==> src/common/capture_pkg.sv <==
package capture_pkg;

    // stream widths
    localparam int S_WIDTH        = 128;
    localparam int M_WIDTH        = 64;
    localparam int WORDS_PER_BEAT = S_WIDTH / M_WIDTH;

    // sample lane layout inside one input beat
    localparam int LANES      = 8;
    localparam int LANE_WIDTH = 16;
    localparam int ADC_BITS   = 12;

    // trigger level, 10 percent of full scale
    localparam int THRESHOLD_CODE = 409;

    // beat count stamped on the trigger beat
    localparam int TS_WIDTH = 16;

    // frame shape in input beats
    localparam int PRE_BEATS   = 12;
    // trigger beat counts as the first post beat
    localparam int POST_BEATS  = 38;
    localparam int FRAME_BEATS = PRE_BEATS + POST_BEATS;

    // ring storage, power of two and large enough for one frame
    localparam int RING_DEPTH = 64;
    localparam int RING_AW    = 6;

    // two header words plus the split data words
    localparam int FRAME_WORDS = 2 + FRAME_BEATS * WORDS_PER_BEAT;

    // buffer FSM
    typedef enum logic [1:0]
    {
        ST_FILL    = 2'd0,
        ST_ARMED   = 2'd1,
        ST_COLLECT = 2'd2,
        ST_READ    = 2'd3
    } capture_state_e;

endpackage

==> src/capture/stream_out.sv <==
`timescale 1ns/1ps

module stream_out
    import capture_pkg::*;
(
    input  logic                AXIS_ACLK,
    input  logic                AXIS_ARESETN,
    input  logic                buf_valid,
    input  logic [S_WIDTH-1:0]  buf_data,
    input  logic                buf_first,
    input  logic                buf_last,
    input  logic [TS_WIDTH-1:0] frame_ts,
    input  logic                m_tready,
    output logic                buf_ready,
    output logic                m_tvalid,
    output logic [M_WIDTH-1:0]  m_tdata,
    output logic                m_tuser,
    output logic                m_tlast
);

    logic [S_WIDTH-1:0] beat_q;
    logic               full_q;
    // 0 selects the low word, 1 the high word
    logic               half_q;
    logic               hdr_q;
    logic               last_q;
    // header of the current frame already loaded
    logic               hdr_sent_q;
    logic               slot_free;
    logic               load_hdr;
    logic               load_beat;

    // free now, or free once the high word leaves this cycle
    assign slot_free = !full_q || (half_q && m_tready);

    // the first beat waits until its header has gone in
    assign load_hdr  = slot_free && buf_valid && buf_first && !hdr_sent_q;
    assign buf_ready = slot_free && (!buf_first || hdr_sent_q);
    assign load_beat = buf_valid && buf_ready;

    assign m_tvalid = full_q;
    assign m_tdata  = half_q ? beat_q[S_WIDTH-1 -: M_WIDTH] : beat_q[M_WIDTH-1:0];
    assign m_tuser  = full_q && hdr_q && !half_q;
    assign m_tlast  = full_q && last_q && half_q;

    always_ff @(posedge AXIS_ACLK)
    begin
        if (!AXIS_ARESETN)
        begin
            full_q     <= 1'b0;
            half_q     <= 1'b0;
            hdr_q      <= 1'b0;
            last_q     <= 1'b0;
            hdr_sent_q <= 1'b0;
        end
        else if (load_hdr)
        begin
            full_q     <= 1'b1;
            half_q     <= 1'b0;
            hdr_q      <= 1'b1;
            last_q     <= 1'b0;
            hdr_sent_q <= 1'b1;
        end
        else if (load_beat)
        begin
            full_q <= 1'b1;
            half_q <= 1'b0;
            hdr_q  <= 1'b0;
            last_q <= buf_last;
            // next frame needs its own header
            if (buf_last)
            begin
                hdr_sent_q <= 1'b0;
            end
        end
        else if (full_q && m_tready)
        begin
            full_q <= !half_q;
            half_q <= !half_q;
        end
    end

    // header pair is the timestamp in the low word, zero above
    always_ff @(posedge AXIS_ACLK)
    begin
        if (load_hdr)
        begin
            beat_q <= {{(S_WIDTH - TS_WIDTH){1'b0}}, frame_ts};
        end
        else if (load_beat)
        begin
            beat_q <= buf_data;
        end
    end

    a_word_held: assert property (
        @(posedge AXIS_ACLK) disable iff (!AXIS_ARESETN)
        (m_tvalid && !m_tready) |=>
            (m_tvalid && $stable(m_tdata) && $stable(m_tuser) && $stable(m_tlast))
    );

endmodule

==> config.mk <==
export PLATFORM = sky130hd
export DESIGN_NAME = stream_out
export DESIGN_NICKNAME = d
export VERILOG_FILES = /design/src/common/capture_pkg.sv /design/src/capture/stream_out.sv
export SDC_FILE = /design/constraint.sdc
export NUM_CORES = 1
export LEC_CHECK = 0
export BUFFER_PORTS_ARGS = -buffer_cell sky130_fd_sc_hd__buf_2
export CAP_MARGIN = 25
export CORE_MARGIN = 3
export CORE_UTILIZATION = 35
export DETAILED_ROUTE_END_ITERATION = 16
export GPL_ROUTABILITY_DRIVEN = 0
export PLACE_DENSITY = 0.67
export SLEW_MARGIN = 20
export SYNTH_ARGS = -nofsm -noshare
export SYNTH_HDL_FRONTEND = slang
export SYNTH_SLANG_ARGS = --single-unit
==> constraint.sdc <==
create_clock -name AXIS_ACLK -period 1.7 [get_ports AXIS_ACLK]
set_input_delay 0.17 -clock AXIS_ACLK [delete_from_list [all_inputs] [get_ports AXIS_ACLK]]
set_output_delay 0.17 -clock AXIS_ACLK [all_outputs]
set_load 0.01 [all_outputs]
Word level (Yosys, flattened, before mapping)
Cells that the tools add are included.
{"block": "totals", "output_inout_bits": 68, "regBits": 133}
{"block": "op_classes", "bitwise": 1, "n_mux": 11, "n_reduce_logical": 23}
{"cell": "64-bit 2-to-1 mux", "count": 1}
{"cell": "16-bit 2-to-1 mux", "count": 2}
{"cell": "1-bit logical AND", "count": 11}
{"cell": "1-bit 2-to-1 mux", "count": 8}
{"cell": "1-bit zero test", "count": 4}
{"cell": "2-bit nonzero test", "count": 2}
{"cell": "3-bit nonzero test", "count": 1}
{"cell": "3-bit OR reduction", "count": 1}
{"cell": "1-bit logical OR", "count": 2}
{"cell": "2-bit AND reduction", "count": 1}
{"cell": "2-bit OR reduction", "count": 1}
{"cell": "1-bit inverter", "count": 1}

Longest topological paths before layout
{"block": "depth", "ltp_word": 7, "ltp_mapped": 8, "depth_no_buf": 3}

Worst setup path before layout
Ideal clock, no wire load.
{"block": "synth_path", "kind": "reg2reg", "from": "reg full_q (netlist: m_tvalid)", "to": "reg beat_q[10], data pin", "arrival_ps": 1457, "synth_period_minus_slack_ps": 1717, "path_stages_with_launch": 6, "setup_ps": 260, "path_buffers": 2, "slack_ps": -17, "cell_sequence": "dfxtp_1 -> a21bo_1 -> buf_6 -> nand3_2 -> buf_4 -> mux2_2"}
{"block": "synth_between", "elab_chain_len": 6}
{"item": "from (decl)", "line_no": "stream_out.sv:22", "rtl": "logic full_q;"}
{"item": "from (signal assigned)", "line_no": "stream_out.sv:78", "rtl": "full_q <= !half_q;"}
{"item": "1-bit zero test", "line_no": "stream_out.sv:34", "rtl": "assign slot_free = !full_q || (half_q && m_tready);"}
{"item": "1-bit logical OR", "line_no": "stream_out.sv:34"}
{"item": "1-bit logical AND (3 in series)", "line_no": "stream_out.sv:37", "rtl": "assign load_hdr = slot_free && buf_valid && buf_first && !hdr_sent_q;"}
{"item": "16-bit 2-to-1 mux", "line_no": "stream_out.sv:86", "rtl": "if (load_hdr)"}
{"item": "to (signal assigned)", "line_no": "stream_out.sv:88", "rtl": "beat_q <= {{(S_WIDTH - TS_WIDTH){1'b0}}, frame_ts};"}
{"item": "to (signal assigned)", "line_no": "stream_out.sv:92", "rtl": "beat_q <= buf_data;"}
{"item": "to (decl)", "line_no": "stream_out.sv:21", "rtl": "logic [S_WIDTH-1:0] beat_q;"}
No other way between the ends.
A chain may end at the register's enable or synchronous reset.

Final worst setup path
{"block": "layout_path", "from": "reg half_q", "to": "out m_tdata[2]"}
{"block": "layout_between", "elab_chain_len": 1}
{"item": "from (decl)", "line_no": "stream_out.sv:24", "rtl": "logic half_q;"}
{"item": "from (signal assigned)", "line_no": "stream_out.sv:79", "rtl": "half_q <= !half_q;"}
{"item": "64-bit 2-to-1 mux", "line_no": "stream_out.sv:42", "rtl": "assign m_tdata = half_q ? beat_q[S_WIDTH-1 -: M_WIDTH] : beat_q[M_WIDTH-1:0];"}
{"item": "to (decl)", "line_no": "stream_out.sv:16", "rtl": "output logic [M_WIDTH-1:0] m_tdata,"}
No other way between the ends.

==> impl_results.html <==
<table>
<tr><th>Metric</th><th>Value</th></tr>
<tr><th colspan="2">Route</th></tr>
<tr><td>Via-per-instance ratio</td><td>just under 5</td></tr>
<tr><td>Wirelength per Cell</td><td>15.4 µm</td></tr>
<tr><td>Length of the first detailed-routing pass in iterations</td><td>4</td></tr>
<tr><td>Overall via count from detail_route</td><td>5,864</td></tr>
<tr><td>Drt drc</td><td>0</td></tr>
<tr><td>First-iteration detailed-routing DRC count</td><td>around 250</td></tr>
<tr><td>Total wire length after detailed routing</td><td>about 18 mm</td></tr>
<tr><td>Number of nets still failing antenna checks after routing</td><td>0</td></tr>
<tr><th colspan="2">Hold path</th></tr>
<tr><td>Worst Hold Path EP</td><td>beat_q[105]</td></tr>
<tr><td>Source of the worst hold timing path</td><td>buf_data[105]</td></tr>
<tr><td>Worst hold path stage count</td><td>3</td></tr>
<tr><td>Path class of the lowest-slack min-delay path</td><td>in -&gt; reg</td></tr>
<tr><th colspan="2">Global routing</th></tr>
<tr><td>All-layer global routing usage</td><td>0.197</td></tr>
<tr><td>GR met1 Demand/Resource</td><td>0.233</td></tr>
<tr><td>Initial antenna violation count</td><td>4</td></tr>
<tr><td>Layer with the highest usage after global routing</td><td>met2</td></tr>
<tr><td>Met2 Usage GRT</td><td>0.328</td></tr>
<tr><td>Pin count of the biggest net entering global routing</td><td>80</td></tr>
<tr><td>Number of global-route vias before repair</td><td>between 5,000 and 6,000</td></tr>
<tr><td>Met3 GRT Util</td><td>0.0526</td></tr>
<tr><td>Aggregate global routing overflow</td><td>0</td></tr>
<tr><td>Global-route wire length before repair</td><td>approximately 29 mm</td></tr>
<tr><th colspan="2">Critical path</th></tr>
<tr><td>Data arrival, critical path</td><td>approximately 1.5 ns</td></tr>
<tr><td>Setup CP Type</td><td>reg -&gt; out</td></tr>
<tr><td>Reg-to-reg slack, setup</td><td>between 0.15 and 0.2 ns</td></tr>
<tr><td>Top fanout value on the critical path</td><td>22</td></tr>
<tr><td>Launching element type of the critical path</td><td>register</td></tr>
<tr><td>RR Startpoint</td><td>half_q</td></tr>
<tr><td>Crit end category</td><td>primary output</td></tr>
<tr><td>Capturing point of the worst reg2reg path</td><td>beat_q[35]</td></tr>
<tr><td>Reg2Reg Depth</td><td>4</td></tr>
<tr><td>Data required time of the critical path</td><td>1.53 ns</td></tr>
<tr><th colspan="2">Place</th></tr>
<tr><td>Area after detailed placement</td><td>between 0.007 and 0.008 mm²</td></tr>
<tr><td>Placed cell count</td><td>about 1,100</td></tr>
<tr><td># port buffers</td><td>217</td></tr>
<tr><td>Detailed placer's ending HPWL</td><td>between 10 and 15 mm</td></tr>
<tr><th colspan="2">Synthesis</th></tr>
<tr><td>Netlist Area Pre-Place</td><td>~0.0059 mm²</td></tr>
<tr><td>Share of synthesized cell area in and, or, nand and nor gates</td><td>0.163</td></tr>
<tr><td>Cell count after synthesis</td><td>between 600 and 700</td></tr>
<tr><td>Cell type with the largest total area after synthesis</td><td>dfxtp_1</td></tr>
<tr><td>Adder-Cell Fraction of Synth Area</td><td>0</td></tr>
<tr><td>Compound-cell area share of the yosys netlist</td><td>0.173</td></tr>
<tr><td>Share of the synthesized netlist area taken by xor and xnor gates</td><td>0</td></tr>
<tr><td>Part of the Yosys area used for sequential elements</td><td>0.475</td></tr>
<tr><td>Yosys top cell area share</td><td>0.394</td></tr>
<tr><td>Average footprint of a synthesized cell</td><td>about 8.6 µm²</td></tr>
<tr><td>Net count after synthesis</td><td>837</td></tr>
<tr><td>Mux contribution to synthesized area</td><td>0.0641</td></tr>
<tr><td>Leading post-synthesis cells by cell area</td><td>dfxtp_1, nand4_1, o21ai_0</td></tr>
<tr><td>Syn. warnings</td><td>0</td></tr>
<tr><td>Dominant combinational cell family by area after synthesis</td><td>compound AO/OA/AOI/OAI gates</td></tr>
<tr><td>Total of flip-flops plus latches after synthesis</td><td>133</td></tr>
<tr><td>Distinct cell type count after synthesis</td><td>27</td></tr>
<tr><th colspan="2">STA</th></tr>
<tr><td>RSZ-0062 raised after global routing</td><td>yes</td></tr>
<tr><td>Final hold violations</td><td>0</td></tr>
<tr><td>Count of final max-slew check failures</td><td>0</td></tr>
<tr><td>Share of the clock period used by the worst path after layout</td><td>0.989</td></tr>
<tr><td>Layout Skew</td><td>0.00853 ns</td></tr>
<tr><td>Final Critical Period</td><td>~1.7 ns</td></tr>
<tr><td>Normalized max-slew margin</td><td>0.599</td></tr>
<tr><td>Maximum operating frequency</td><td>approximately 590 MHz</td></tr>
<tr><td># setup viols final</td><td>0</td></tr>
<tr><td>Slew at the pin with the worst max-slew slack</td><td>about 0.60 ns</td></tr>
<tr><th colspan="2">Pwr</th></tr>
<tr><td>Internal power summed over all cells</td><td>approximately 0.0068 W</td></tr>
<tr><td>Power density of the placed cells</td><td>around 1000 mW/mm²</td></tr>
<tr><td>Net switching fraction of the power</td><td>0.266</td></tr>
<tr><td>Combinational cell fraction of total power</td><td>0.195</td></tr>
<tr><td>Leakage power total</td><td>3.88 nW</td></tr>
<tr><td>Sequential Power Share</td><td>0.406</td></tr>
<tr><td>Switching component of the power</td><td>0.00245 W</td></tr>
<tr><td>Clock network power share</td><td>0.400</td></tr>
<tr><td>Worst ir drop on vdd</td><td>~0.00065 V</td></tr>
<tr><th colspan="2">Finish</th></tr>
<tr><td>Most common library cell in the layout ignoring fill and taps</td><td>buf_2</td></tr>
<tr><td>Share of final-layout standard cells stronger than drive strength 1</td><td>0.361</td></tr>
<tr><td>Net count reported at finish</td><td>between 1,000 and 1,500</td></tr>
<tr><td>Area growth syn-to-layout</td><td>49.9%</td></tr>
<tr><td>Highest-count cells in the layout ignoring fill and taps</td><td>buf_2, dfxtp_1, inv_1</td></tr>
<tr><td>Final non-filler cell total</td><td>around 1,200</td></tr>
<tr><td>Summed area of non-filler cells in the final layout</td><td>a little under 0.009 mm²</td></tr>
<tr><th colspan="2">Clock network</th></tr>
<tr><td>Maximum level of the CTS H-tree</td><td>4</td></tr>
<tr><td>CTS Buf Count</td><td>17</td></tr>
<tr><td>Number of sinks driven by the clock tree</td><td>about 130</td></tr>
<tr><td>Longest Clk Path Bufs</td><td>2</td></tr>
<tr><td>Clock Pin Slew Worst Setup and Hold Paths</td><td>~0.060 ns</td></tr>
<tr><td>Root cell of the clock tree</td><td>clkbuf_16</td></tr>
<tr><td>CTS tree</td><td>built</td></tr>
<tr><td>Later-pin clock latency in the skew report</td><td>around 0.42 ns</td></tr>
<tr><th colspan="2">Die</th></tr>
<tr><td>DIE AREA</td><td>between 0.015 and 0.02 mm²</td></tr>
<tr><td>Number of top-level pins</td><td>218</td></tr>
<tr><td>Die width</td><td>around 140 µm</td></tr>
<tr><td>Initial Utilization</td><td>0.366</td></tr>
<tr><td>Vertical die dimension</td><td>136 µm</td></tr>
<tr><td>Area of the core region</td><td>approximately 0.016 mm²</td></tr>
<tr><td>Row count</td><td>46</td></tr>
<tr><th colspan="2">Job</th></tr>
<tr><td>Maxcap violations</td><td>0</td></tr>
<tr><th colspan="2">Outcome</th></tr>
<tr><td>Status</td><td>complete, no violations</td></tr>
</table>
## synth_stat cells
cell type and n:
nand2_1 52, dfxtp_1 117, and3_1 1, and3b_1 1
nand3b_1 1, buf_1 9, edfxtp_1 16, a21oi_1 2
buf_4 2, a21bo_1 1, nor2_1 3, nand3_1 1
mux2_2 32, nand2b_1 1, nand3_2 1, o21ai_0 113
clkbuf_1 44, nand4_1 112, buf_6 8, buf_2 3
and2_4 1, inv_1 113, nor2b_1 1, mux2i_1 2
o21ai_2 48, o22ai_2 1, a21boi_0 1
## state kept, by name, summed over array words and instances (netlist names)
register / flops
beat_q: 128
half_q: 1
hdr_q: 1
hdr_sent_q: 1
last_q: 1
m_tvalid: 1
## critical path, stage by stage (launching register included)
cell and delay [ns]:
dfxtp_4 0.43, buf_12 0.19, mux2_2 0.34, buf_2 0.14
## layer usage
| metal | up-vias | part of all wire |
|---|---|---|
| met4 | 2 | 0.028 |
| li1 | 2925 | - |
| met3 | 41 | 0.061 |
| met1 | 2716 | 0.42 |
| met2 | 180 | 0.49 |
| met5 | - | 0.00060 |
## power groups by stage
stage,clock [W],combinational (W),sequential (W)
2_1_floorplan,0,0.000965,0.00376
4_1_cts,0.00373,0.00176,0.00373
3_5_place_dp,0,0.00153,0.00379
3_3_place_gp,0,0.00152,0.00379
6_report,0.00368,0.00179,0.00373
5_1_grt,0.00388,0.00198,0.00378
## area by class of cell
cell class / count / area [µm²]
Inverter: 113 / 424
Multi-Input combinational cell: 375 / 2430
Timing Repair Buffer: 326 / 2350
Antenna cell: 3 / 7.51
Fill cell: 1443 / 7330
Sequential cell: 133 / 2830
Tap cell: 216 / 270
Clock buffer: 21 / 450
Clock inverter: 11 / 134
## metrics by stage
step	hold WS [ns]	TNS (ns)	setup slack, ns	total power [W]	util
after floorplan	0.313	0	0.0578	0.00472	-
after global placement	0.399	0	0.242	0.00531	0.445
after detailed placement	0.408	0	0.210	0.00532	0.445
after CTS	0.000234	-0.104	-0.0300	0.00922	0.545
after global routing	0.0120	-0.697	-0.0566	0.00964	0.548
final	0.00993	0	0.0185	0.00921	0.548
## how the worst max path moves through the flow
stage | startpoint | end | slack (ns) | cells after the start
global route | half_q | m_tdata[2] | -0.06 | 3
finish | half_q | m_tdata[2] | 0.02 | 3
floorplan | m_tvalid | beat_q[10] | 0.06 | 5
global placement | m_tvalid | beat_q[15] | 0.24 | 4
CTS | half_q | m_tdata[2] | -0.03 | 3
detailed placement | m_tvalid | beat_q[5] | 0.21 | 4
## cell families after synthesis
kind of cell	after synthesis
buf+inv	179
mux	34
flops	133
compound gates	166
simple gates	175
## timing repair
item,CTS,global route
endpoints found under the setup margin,24,44
buffers inserted,2,1
hold buffers,87,0
cloned,3,0
gates resized for setup,10,31
pin swaps,0,0
endpoints found under the hold margin,87,0
No activity file was read; power rests on OpenSTA's default activity.
