$ cat src/common/capture_pkg.sv
package capture_pkg;

    // stream widths
    localparam int S_WIDTH        = 128;
    localparam int M_WIDTH        = 64;
    localparam int WORDS_PER_BEAT = S_WIDTH / M_WIDTH;

    // sample lane layout inside one input beat
    localparam int LANES      = 8;
    localparam int LANE_WIDTH = 16;
    localparam int ADC_BITS   = 12;

    // trigger level, 10 percent of full scale
    localparam int THRESHOLD_CODE = 409;

    // beat count stamped on the trigger beat
    localparam int TS_WIDTH = 16;

    // frame shape in input beats
    localparam int PRE_BEATS   = 12;
    // trigger beat counts as the first post beat
    localparam int POST_BEATS  = 38;
    localparam int FRAME_BEATS = PRE_BEATS + POST_BEATS;

    // ring storage, power of two and large enough for one frame
    localparam int RING_DEPTH = 64;
    localparam int RING_AW    = 6;

    // two header words plus the split data words
    localparam int FRAME_WORDS = 2 + FRAME_BEATS * WORDS_PER_BEAT;

    // buffer FSM
    typedef enum logic [1:0]
    {
        ST_FILL    = 2'd0,
        ST_ARMED   = 2'd1,
        ST_COLLECT = 2'd2,
        ST_READ    = 2'd3
    } capture_state_e;

endpackage

$ cat src/trigger/trigger_detect.sv
`timescale 1ns/1ps

module trigger_detect
    import capture_pkg::*;
(
    input  logic                AXIS_ACLK,
    input  logic                AXIS_ARESETN,
    input  logic                s_tvalid,
    input  logic [S_WIDTH-1:0]  s_tdata,
    input  logic                armed,
    output logic                det_valid,
    output logic [S_WIDTH-1:0]  det_data,
    output logic                det_trig,
    output logic [TS_WIDTH-1:0] det_ts
);

    logic [LANES-1:0]    lane_above;
    logic                above;
    logic                prev_above;
    logic                crossing;
    logic [TS_WIDTH-1:0] beat_cnt;

    // unsigned compare of the adc code in each lane
    always_comb
    begin
        for (int i = 0; i < LANES; i++)
        begin
            lane_above[i] = (s_tdata[i*LANE_WIDTH +: ADC_BITS] >= ADC_BITS'(THRESHOLD_CODE));
        end
    end

    assign above = |lane_above;

    // rising edge of the level, only honoured while the buffer is armed
    assign crossing = s_tvalid && above && !prev_above && armed;

    // level history and beat counter, advanced on every valid beat
    always_ff @(posedge AXIS_ACLK)
    begin
        if (!AXIS_ARESETN)
        begin
            prev_above <= 1'b0;
            beat_cnt   <= '0;
        end
        else if (s_tvalid)
        begin
            prev_above <= above;
            beat_cnt   <= beat_cnt + 1'b1;
        end
    end

    // control flags of the delayed beat
    always_ff @(posedge AXIS_ACLK)
    begin
        if (!AXIS_ARESETN)
        begin
            det_valid <= 1'b0;
            det_trig  <= 1'b0;
        end
        else
        begin
            det_valid <= s_tvalid;
            det_trig  <= crossing;
        end
    end

    // payload and its stamp move with the flags above
    always_ff @(posedge AXIS_ACLK)
    begin
        det_data <= s_tdata;
        det_ts   <= beat_cnt;
    end

    // a trigger always rides on a real beat
    a_trig_has_beat: assert property (
        @(posedge AXIS_ACLK) disable iff (!AXIS_ARESETN)
        det_trig |-> det_valid
    );

endmodule

$ cat config.mk
export PLATFORM = sky130hd
export DESIGN_NAME = trigger_detect
export DESIGN_NICKNAME = d
export VERILOG_FILES = /design/src/common/capture_pkg.sv /design/src/trigger/trigger_detect.sv
export SDC_FILE = /design/constraint.sdc
export NUM_CORES = 1
export LEC_CHECK = 0
export BUFFER_PORTS_ARGS = -buffer_cell sky130_fd_sc_hd__buf_2
export CORE_UTILIZATION = 36
export DETAILED_ROUTE_END_ITERATION = 7
export GPL_TIMING_DRIVEN = 0
export PLACE_DENSITY = 0.81
export SLEW_MARGIN = 20
export SYNTH_ARGS = -nofsm -noshare
export SYNTH_HDL_FRONTEND = slang
export SYNTH_SLANG_ARGS = --single-unit
$ cat constraint.sdc
create_clock -name AXIS_ACLK -period 1.5 [get_ports AXIS_ACLK]
set_input_delay 0.075 -clock AXIS_ACLK [delete_from_list [all_inputs] [get_ports AXIS_ACLK]]
set_output_delay 0.075 -clock AXIS_ACLK [all_outputs]
set_load 0.005 [all_outputs]
## Yosys cells after proc, flatten, opt, wreduce, memory -nomap -nowiden

Cells that the tools add are included.

| word-level totals | value |
|---|---|
| register bits after elaboration | 163 |
| logic and storage cells | 20 |
| output and inout bits | 146 |
| input bits | 132 |

| cells by class | value |
|---|---|
| $add $sub $neg | 1 |
| reduce and logical (&&, ||, !) cells | 5 |
| magnitude comparators | 8 |

Operators with widths:

| operator | number |
|---|---|
| $ge A12 B9 Y1 const B | 8 |
| $add A16 B1 Y16 const B | 1 |
| $reduce_or A8 Y1 | 1 |
| $logic_and A1 B1 Y1 | 3 |
| $logic_not A1 Y1 | 1 |

## Depth between registers and ports, before layout

Gate-level depths: netlist of run 1.

| depth | value |
|---|---|
| depth after elaboration | 5 |
| depth in mapped cells | 7 |

## Worst setup path after synthesis of run 1

No wires, ideal clock.

| path | value |
|---|---|
| path kind | input port to flip-flop |
| start point | input s_tdata[34] |
| end point | register prev_above |
| stages | 5 |
| setup time | 116 ps |
| setup slack | 42 ps |
| buffers on the path | 0 |
| data required time | 1,384 ps |
| arrival time | 1,342 ps |
| path through | o311ai_1 nand2_1 a211o_1 or4_1 o211a_1 |

| between the ends | value |
|---|---|
| longest elaborated chain between the ends | 2 |

RTL lines:

| what | line | text |
|---|---|---|
| start, declared | trigger_detect.sv:9 | `input logic [S_WIDTH-1:0] s_tdata,` |
| $ge A12 B9 Y1 | trigger_detect.sv:28 | `lane_above[i] = (s_tdata[i*LANE_WIDTH +: ADC_BITS] >= ADC_BITS'(THRESHOLD_CODE));` |
| $reduce_or A8 Y1 | trigger_detect.sv:32 | `assign above = \|lane_above;` |
| end signal, assigned | trigger_detect.sv:47 | `prev_above <= above;` |
| end, declared | trigger_detect.sv:19 | `logic prev_above;` |

No other way between the ends.
A chain may end at the register's enable or synchronous reset.

## Final worst setup path of run 1

| path | value |
|---|---|
| start point | input s_tdata[115] |
| end point | register prev_above |

The elaborated chain is that of the path after synthesis.

==> impl_metrics.py, run 1 <==
metrics = {
    "grt": {
        "grt_max_degree": 17,
        "grt_first_pass_wirelength_um": 21800,
        "grt_pass1_vias": 4071,
        "track_usage": 0.265,
        "gr-total-overflow": 0,
        "antenna_found_initial": 5,
    },
    "logic_synthesis": {
        "synthesis.area_um2": 3970,
        "syn_nets": 400,
        "yosysTopAreaCell": "dfxtp_1",
        "synth.area.top_cells": "dfxtp_1, and2_1, o311a_1",
        "synth_ff_type": "dfxtp_1",
        "synth.most_common_cell": "dfxtp_1",
        "synth_top_area_frac": 0.822,
        "yosys_warnings": 0,
        "netlist_instances": 267,
        "syn_area_per_cell_um2": 14.9,
        "synthArstFlopShare": 0,
        "ys_ff_latch": 163,
        "synth_edf_count": 0,
        "ys_seq_area_frac": 0.822,
        "synth_common_cells": "dfxtp_1, and2_1, nor3_1, nand3_1, xnor2_1",
        "yosysUniqueCellTypes": 31,
    },
    "detailed_routing": {
        "drt-wirelength-per-cell_um": 18.0,
        "drt_iter0_markers": 137,
        "viasPerCell": 4.53,
        "drtAntennaViolNets": 0,
        "vias": 3835,
        "dr.pass1.iters": 5,
        "routed_wl_um": 15300,
        "drcViolationCount": 0,
    },
    "outcome": {
        "outcome": "finished, final reports clean",
    },
    "floorplan": {
        "dieArea_um2": 11400,
        "io_pins": 278,
        "core_um2": 10500,
        "die_y_um": 107,
        "die_width_um": 107,
        "num_rows": 37,
        "initial_core_util": 0.378,
    },
    "sta": {
        "slew_headroom": 0.660,
        "setup_violations": 0,
        "min_period_ns": 1.49,
        "setup_ws_ns": 0.00532,
        "slew_violations": 0,
        "hold_viol": 0,
        "fmax_ghz": 0.669,
        "tightest_slew_ns": 0.506,
        "tns_ns": 0,
        "finalCritPeriodShare": 0.996,
        "fin_skew_ns": 0.00514,
    },
    "flow_run": {
        "drv_cap": 0,
    },
    "setup_path": {
        "worstSetupPathType": "input pin to flip-flop",
        "endpoint_kind": "flip-flop",
        "arrival_ns": 1.91,
        "critPathLaunchType": "input pin",
        "crit_path_max_fanout": 2,
        "required_ns": 1.92,
    },
    "pwr": {
        "swShare": 0.225,
        "p_clk_frac": 0.439,
        "power_density_nw_per_um2": 1290,
        "p_int_uw": 7470,
        "p_leak_uw": 0.00356,
        "p_seq_frac": 0.477,
        "p_sw_uw": 2170,
        "combPwrFrac": 0.084,
        "ir_drop_mv": 0.827,
    },
    "placement": {
        "dp_hpwl_um": 9240,
        "gp_congestion": 0.865,
        "io_buffers": 276,
        "post-place-ws_ns": -0.550,
    },
    "clock_tree": {
        "cts.sinks": 163,
        "clock_latency_ns": 0.52,
        "numCtsBuffers": 17,
        "clk_transition_reported_paths_ns": 0.06,
        "ctsHtreeMaxLevel": 4,
        "cts_root_buffer": "clkbuf_8",
        "clockBufferDepth": 2,
        "tritoncts": "built",
    },
    "final_layout": {
        "ff_latch_area_um2": 3270,
        "drive_gt1_frac": 0.468,
        "area_growth_pct": 88.6,
        "multi_input_area_um2": 717,
        "final.fill_count": 688,
        "nets": 828,
    },
    "min_path": {
        "hp-class": "input pin to flip-flop",
    },
}
what timing repair did:
action / CTS / global route
resized for setup: 6 / 10
setup buffers: 2 / 1
endpoints found under the setup margin: 5 / 10
pin swaps: 2 / 3
hold buffers: 131 / 0
hold endpoints to repair: 138 / 0
worst max-delay path: stages:
cell           delay [ns]
dlygate4sd3_1        0.54
buf_2                0.14
o311a_1              0.13
nor3_1               0.19
o211ai_1             0.17
or4_4                0.46
o211a_1              0.21
worst paths after layout:
| kind | start | endpoint | slack [ns] | cells past startpoint |
|---|---|---|---|---|
| max | s_tdata[115] | prev_above | 0.005 | 7 |
| min | s_tdata[90] | prev_above | 0.18 | 6 |
| max reg2reg | beat_cnt[2] | beat_cnt[13] | 0.04 | 4 |
| min reg2reg | beat_cnt[14] | det_ts[14] | 0.36 | 0 |
power by group through the flow:
stage          sequential, uW  clock (uW)  combinational (uW)
6_report                 4600        4230                 812
5_1_grt                  4610        4480                 860
4_1_cts                  4580        4240                 774
3_5_place_dp             4680           0                 512
3_3_place_gp             4670           0                 496
2_1_floorplan            4710           0                52.9
routing by layer:
metal	global-route usage	vias to the layer above	share of wire
li1	-	1770	-
met1	0.256	1793	0.35
met2	0.480	220	0.52
met3	0.119	48	0.097
met4	0.126	4	0.030
met5	0	-	0.0013
registers in the layout, indices dropped and copies added (netlist names):
signal,count
det_data,128
beat_cnt,16
det_ts,16
det_trig,1
det_valid,1
prev_above,1
layout by cell type (no fill, tap or decap), types with 6 or more instances in the layout:
master / count
dfxtp_2: 7
and2_1: 15
nor3_1: 9
xnor2_1: 8
nand3_1: 9
xor2_1: 6
clkbuf_16: 16
nor3_2: 7
buf_2: 277
dfxtp_1: 156
o311a_1: 7
dlygate4sd3_1: 131
cells by family (layout without fill, tap and decap cells):
kind of cell,Yosys count,count (layout),synth area share
adder cells (fa/ha/maj),1,1,0.00315
AND/OR/NAND/NOR,65,65,0.0978
flip-flops,163,163,0.822
multiplexers,1,1,0.00252
other,0,3,0
XOR/XNOR,14,14,0.0309
AO/OA/AOI/OAI,17,17,0.0372
buffers and inverters,6,447,0.00599
final cells by class:
| class | count | area share |
|---|---|---|
| Antenna cell | 3 | 0.00100 |
| Buffer | 2 | 0.00117 |
| Clock buffer | 19 | 0.0577 |
| Clock inverter | 13 | 0.0199 |
| Inverter | 3 | 0.00151 |
| Multi-Input combinational cell | 98 | 0.0958 |
| Sequential cell | 163 | 0.437 |
| Tap cell | 136 | 0.0227 |
| Timing Repair Buffer | 410 | 0.363 |
metrics by stage:
step / utilization / hold slack [ns] / cells / cell area [um^2] / total power (uW)
after floorplan: - / 0.103 / 267 / 3970 / 4760
after global placement: 0.525 / 0.177 / 679 / 5520 / 5170
after detailed placement: 0.525 / 0.179 / 679 / 5520 / 5190
after CTS: 0.708 / 0.153 / 843 / 7440 / 9600
after global routing: 0.712 / 0.161 / 845 / 7480 / 9950
final: 0.712 / 0.176 / 847 / 7480 / 9640
Power figures use the tool's default switching activity.
==> run 2: changes to the inputs <==
--- a/config.mk
+++ b/config.mk
@@ -10,6 +10,8 @@
 export DETAILED_ROUTE_END_ITERATION = 7
 export GPL_TIMING_DRIVEN = 0
 export PLACE_DENSITY = 0.81
+export REMOVE_ABC_BUFFERS = 1
+export SETUP_SLACK_MARGIN = 0.3
 export SLEW_MARGIN = 20
 export SYNTH_ARGS = -nofsm -noshare
 export SYNTH_HDL_FRONTEND = slang
==> impl_metrics.py, run 2 (same netlist as run 1, synthesis figures left out) <==
metrics = {
    "outcome": {
        "outcome": "finished, final reports clean",
    },
    "final_layout": {
        "reg_top3": "det_data: 128 flops, beat_cnt: 16 flops, det_ts: 16 flops",
        "largest_reg_flops": 128,
        "regMostFlops": "det_data",
        "multi_input_area_um2": 845,
        "final.fill_count": 639,
        "layout_common_cells": "buf_2, dfxtp_1, dlygate4sd3_1, clkbuf_16, and2_1",
        "final_common_cell": "buf_2",
        "final_area_um2": 7740,
        "fin_util": 0.737,
        "nets": 843,
        "ff_latch_area_um2": 3290,
        "fin_cells": 864,
        "drive_gt1_frac": 0.497,
        "area_growth_pct": 95.2,
    },
    "min_path": {
        "whs_endpoint": "prev_above",
        "hold_path_startpoint": "s_tdata[75]",
        "min_path_cells": 6,
        "hp-class": "input pin to flip-flop",
    },
    "sta": {
        "slew_violations": 0,
        "tightest_slew_ns": 0.294,
        "setup_violations": 0,
        "rsz0062_at_grt": "true",
        "fin_skew_ns": 0.00589,
        "min_period_ns": 1.37,
        "slew_headroom": 0.802,
        "hold_viol": 0,
        "finalCritPeriodShare": 0.915,
        "fmax_ghz": 0.729,
    },
    "setup_path": {
        "worstSetupPathType": "flip-flop to flip-flop",
        "endpoint_kind": "flip-flop",
        "reg2regPathDepth": 5,
        "arrival_ns": 1.78,
        "critPathLaunchType": "flip-flop",
        "cp_cell_sequence": "and4_4, nand4_1, buf_4, xnor2_1, and2_1",
        "required_ns": 1.91,
        "crit_slowest_cell": "dfxtp_4",
        "r2r-end": "beat_cnt[11]",
        "timing.rr.start": "beat_cnt[1]",
        "rrSetupSlack_ns": 0.13,
        "crit_path_max_fanout": 4,
        "max_stage_delay_ns": 0.37,
    },
    "clock_tree": {
        "tritoncts": "built",
        "cts.sinks": 163,
        "clock_latency_ns": 0.52,
        "ctsHtreeMaxLevel": 4,
        "clockBufferDepth": 2,
        "cts_root_buffer": "clkbuf_8",
        "numCtsBuffers": 17,
        "clk_transition_reported_paths_ns": 0.06,
    },
    "detailed_routing": {
        "vias": 3942,
        "routed_wl_um": 16000,
        "drt-wirelength-per-cell_um": 18.5,
        "dr.pass1.iters": 4,
        "drtAntennaViolNets": 0,
        "drt_iter0_markers": 132,
        "viasPerCell": 4.56,
        "drcViolationCount": 0,
    },
    "floorplan": {
        "initial_core_util": 0.378,
        "die_width_um": 107,
        "num_rows": 37,
        "dieArea_um2": 11400,
        "die_y_um": 107,
        "core_um2": 10500,
        "io_pins": 278,
    },
    "flow_run": {
        "drv_cap": 0,
    },
    "placement": {
        "place_inst": 677,
        "gp_congestion": 0.883,
        "placed_area_um2": 5510,
        "io_buffers": 277,
        "dp_hpwl_um": 9010,
    },
    "pwr": {
        "total_power_uw": 9480,
        "p_leak_uw": 0.00371,
        "power_density_nw_per_um2": 1220,
        "ir_drop_mv": 0.901,
    },
    "grt": {
        "grt_pass1_vias": 4336,
        "track_usage": 0.280,
        "grt_first_pass_wirelength_um": 23200,
        "antenna_found_initial": 5,
        "grt_max_degree": 19,
        "gr-total-overflow": 0,
    },
}
==> run 2: cell count changes in the layout (fill, tap and decap cells not counted), moves of 4 or more <==
cell      change
buf_4        +10
clkinv_2      +4
dfxtp_4       +5
inv_6         -4
nor3_1        -4
==> run 2: how the worst max path moves through the flow <==
stage	from	end	cells after the start
2_1_floorplan	s_tdata[34]	prev_above	5
3_3_place_gp	s_tdata[32]	prev_above	6
3_5_place_dp	s_tdata[32]	det_trig	6
4_1_cts	beat_cnt[1]	beat_cnt[15]	5
5_1_grt	beat_cnt[9]	beat_cnt[11]	5
6_report	beat_cnt[1]	beat_cnt[11]	5
==> run 2: timing repair <==
item	CTS	global route
hold buffers	133	1
setup endpoints to repair	13	14
resized for setup	40	10
pin swaps	13	3
endpoints found under the hold margin	147	1
buffers inserted	15	1
==> run 2: per-layer routing <==
metal,global-route usage,wire [um]
met2,0.515,8580
met3,0.0991,1260
met4,0.183,656
met1,0.259,5460
met5,0,0
==> run 2: layout make-up <==
class                      count  area share
sequential                   163       0.425
antenna                        5     0.00162
multi-input combinational     98       0.109
tap                          136      0.0220
clock inverter                 9      0.0102
timing repair buffer         427       0.370
inverter                       3     0.00145
clock buffer                  23      0.0616
==> run 2: per-stage QoR <==
step                      TNS, ns  hold WS, ns  worst slack, ns
after CTS                       0        0.116            0.154
after global placement      -1.08        0.178           -0.496
after floorplan                 0        0.103           0.0420
final                           0        0.163            0.128
after global routing            0        0.174           0.0817
after detailed placement    -1.19        0.179           -0.476
==> run 2: where the power goes <==
group | leakage (uW) | switching, uW | internal (uW)
Combinational | 0.00207 | 329 | 518
Clock | 0.000274 | 1670 | 2370
Sequential | 0.00137 | 67.6 | 4520
Total | 0.00371 | 2070 | 7410
==> run 2: worst max-delay path, delay by kind of cell (launching register included) <==
family | cells | cell delay [ns]
flops | 1 | 0.37
simple gates | 3 | 0.57
xor+xnor | 1 | 0.11
buf+inv | 1 | 0.20
==> run 3: changes to the inputs <==
--- a/config.mk
+++ b/config.mk
@@ -5,11 +5,11 @@
 export SDC_FILE = /design/constraint.sdc
 export NUM_CORES = 1
 export LEC_CHECK = 0
+export ABC_AREA = 1
 export BUFFER_PORTS_ARGS = -buffer_cell sky130_fd_sc_hd__buf_2
-export CORE_UTILIZATION = 36
+export CORE_UTILIZATION = 38
 export DETAILED_ROUTE_END_ITERATION = 7
-export GPL_TIMING_DRIVEN = 0
-export PLACE_DENSITY = 0.81
+export PLACE_DENSITY = 0.83
 export REMOVE_ABC_BUFFERS = 1
 export SETUP_SLACK_MARGIN = 0.3
 export SLEW_MARGIN = 20
==> impl_metrics.py, run 3 <==
metrics = {
    "sta": {
        "holdWs_ns": -0.00979,
        "slew_violations": 0,
        "tightest_slew_ns": 0.313,
        "setup_ws_ns": 0.125,
        "slew_headroom": 0.791,
        "min_period_ns": 1.37,
        "fin_skew_ns": 0.00795,
        "finalCritPeriodShare": 0.916,
        "setup_violations": 0,
        "fmax_ghz": 0.727,
        "hold_viol": 1,
        "tns_ns": 0,
        "rsz0062_at_grt": "true",
    },
    "final_layout": {
        "largest_reg_flops": 128,
        "final_common_cell": "buf_2",
        "regMostFlops": "det_data",
        "area_growth_pct": 93.8,
        "final.fill_count": 647,
        "reg_top3": "det_data: 128 flops, beat_cnt: 16 flops, det_ts: 16 flops",
        "nets": 1034,
        "drive_gt1_frac": 0.433,
        "layout_common_cells": "buf_2, dfxtp_1, dlygate4sd3_1, inv_1, nand2_1",
    },
    "logic_synthesis": {
        "yosysUniqueCellTypes": 23,
        "synth_edf_count": 0,
        "synth.area.top_cells": "dfxtp_1, inv_1, nand2_1",
        "synth.most_common_cell": "dfxtp_1",
        "ys_ff_latch": 163,
        "synth_ff_type": "dfxtp_1",
        "synthesis.area_um2": 4410,
        "syn_area_per_cell_um2": 10.2,
        "netlist_instances": 433,
        "yosysTopAreaCell": "dfxtp_1",
        "synth_top_area_frac": 0.740,
        "synth_common_cells": "dfxtp_1, inv_1, nand2_1, nor2_1, o21ai_0",
        "yosys_warnings": 0,
        "synthArstFlopShare": 0,
        "ys_seq_area_frac": 0.740,
    },
    "clock_tree": {
        "ctsHtreeMaxLevel": 4,
        "cts_root_buffer": "clkbuf_16",
        "clockBufferDepth": 2,
        "clk_transition_reported_paths_ns": 0.06,
        "numCtsBuffers": 17,
        "cts.sinks": 163,
        "clock_latency_ns": 0.42,
        "tritoncts": "built",
    },
    "setup_path": {
        "worstSetupPathType": "flip-flop to flip-flop",
        "crit_path_max_fanout": 5,
        "endpoint_kind": "flip-flop",
        "required_ns": 1.81,
        "max_stage_delay_ns": 0.38,
        "arrival_ns": 1.69,
        "critPathLaunchType": "flip-flop",
        "cp_cell_sequence": "ha_4, inv_4, nor4_4, nand2_2, nor2_4, nand3_2, o21ai_2, nor2_1",
        "crit_slowest_cell": "dfxtp_4",
    },
    "pwr": {
        "p_seq_frac": 0.458,
        "p_clk_frac": 0.437,
        "p_int_uw": 7750,
        "combPwrFrac": 0.104,
        "p_leak_uw": 0.00450,
        "swShare": 0.227,
        "ir_drop_mv": 0.927,
        "power_density_nw_per_um2": 1170,
        "p_sw_uw": 2280,
    },
    "grt": {
        "grt_use_met3": 0.0948,
        "antenna_found_initial": 2,
        "track_usage": 0.270,
        "busiest_layer": "met2",
        "gr-total-overflow": 0,
        "grt_pass1_vias": 4868,
        "grt.met2_usage": 0.506,
        "use_met1": 0.237,
        "grt_max_degree": 17,
        "grt_first_pass_wirelength_um": 23500,
    },
    "floorplan": {
        "die_width_um": 110,
        "dieArea_um2": 12000,
        "io_pins": 278,
        "core_um2": 11100,
        "die_y_um": 110,
        "num_rows": 38,
        "initial_core_util": 0.398,
    },
    "detailed_routing": {
        "routed_wl_um": 18600,
        "drt_iter0_markers": 258,
        "viasPerCell": 4.65,
        "drt-wirelength-per-cell_um": 17.6,
        "drcViolationCount": 0,
        "vias": 4907,
        "drtAntennaViolNets": 0,
        "dr.pass1.iters": 5,
    },
    "outcome": {
        "violations": "hold timing",
        "outcome": "complete, but fails checks",
    },
    "placement": {
        "post-place-ws_ns": 0.0119,
        "dp_hpwl_um": 9080,
        "io_buffers": 277,
        "gp_congestion": 0.823,
    },
    "flow_run": {
        "drv_cap": 0,
    },
    "min_path": {
        "hp-class": "input pin to flip-flop",
    },
}
-- run 3: cell count changes after synthesis, sizes merged, moves of 6 or more --
cell / previous run / this run
inv: 3 / 75
xor2: 6 / 0
o21ai: 1 / 27
nor2: 2 / 58
and2: 17 / 0
o311a: 7 / 0
nand2: 5 / 70
a21oi: 0 / 11
xnor2: 8 / 1
nor3: 16 / 6
-- run 3: per-layer routing --
layer	vias up	share of wire
li1	2253	-
met4	4	0.059
met1	2242	0.33
met5	-	0.0017
met2	307	0.54
met3	101	0.078
-- run 3: stage by stage --
stage	cell area (um^2)	instances	hold WS (ns)	utilization	power, uW
after detailed placement	5980	850	0.179	0.540	5240
after global routing	8550	1054	-0.000135	0.772	10400
after floorplan	4410	432	0.103	-	4810
after CTS	7990	1017	-0.00614	0.721	9770
after global placement	5980	850	0.177	0.540	5220
final	8550	1055	-0.00979	0.772	10000
-- run 3: area by class of cell --
type	instances	area, um^2	share of cell area
Antenna cell	1	2.50	0.000293
Clock buffer	20	437	0.0511
Clock inverter	12	159	0.0186
Inverter	77	298	0.0348
Multi-Input combinational cell	192	1030	0.121
Sequential cell	163	3280	0.384
Tap cell	140	175	0.0205
Timing Repair Buffer	450	3160	0.370
-- run 3: cell families after synthesis --
group | Yosys count | synth area share
AND/OR/NAND/NOR | 148 | 0.139
XOR/XNOR | 1 | 0.00199
flip-flops | 163 | 0.740
adder cells (fa/ha/maj) | 1 | 0.00284
AO/OA/AOI/OAI | 42 | 0.0499
buffers and inverters | 78 | 0.0664
-- run 3: final timing paths --
kind	from	end	slack, ns	cells after the start
max	beat_cnt[0]	beat_cnt[14]	0.13	8
min	s_tdata[38]	det_data[38]	-0.01	2
max reg2reg	beat_cnt[0]	beat_cnt[14]	0.13	8
min reg2reg	beat_cnt[15]	det_ts[15]	0.38	0
-- run 3: repair_timing --
action	4_1_cts	5_1_grt
hold buffers	130	19
resized for setup	24	93
gates cloned	0	0
setup endpoints to repair	10	12
buffers inserted	5	18
pin swaps	5	48
endpoints found under the hold margin	138	19
-- run 3: power groups by stage --
stage | clock [uW] | sequential (uW) | combinational [uW]
global placement | 0 | 4670 | 555
detailed placement | 0 | 4670 | 568
floorplan | 0 | 4700 | 104
global route | 4640 | 4610 | 1130
finish | 4390 | 4600 | 1050
CTS | 4350 | 4580 | 843
-- run 3: critical path: cells and delay by family (launching register included) --
kind	cells	cell delay, ns
adders and majority gates	1	0.15
and+or+nand+nor	5	0.54
AOI/OAI and AO/OA	1	0.15
DFF	1	0.38
buffers and inverters	1	0.04
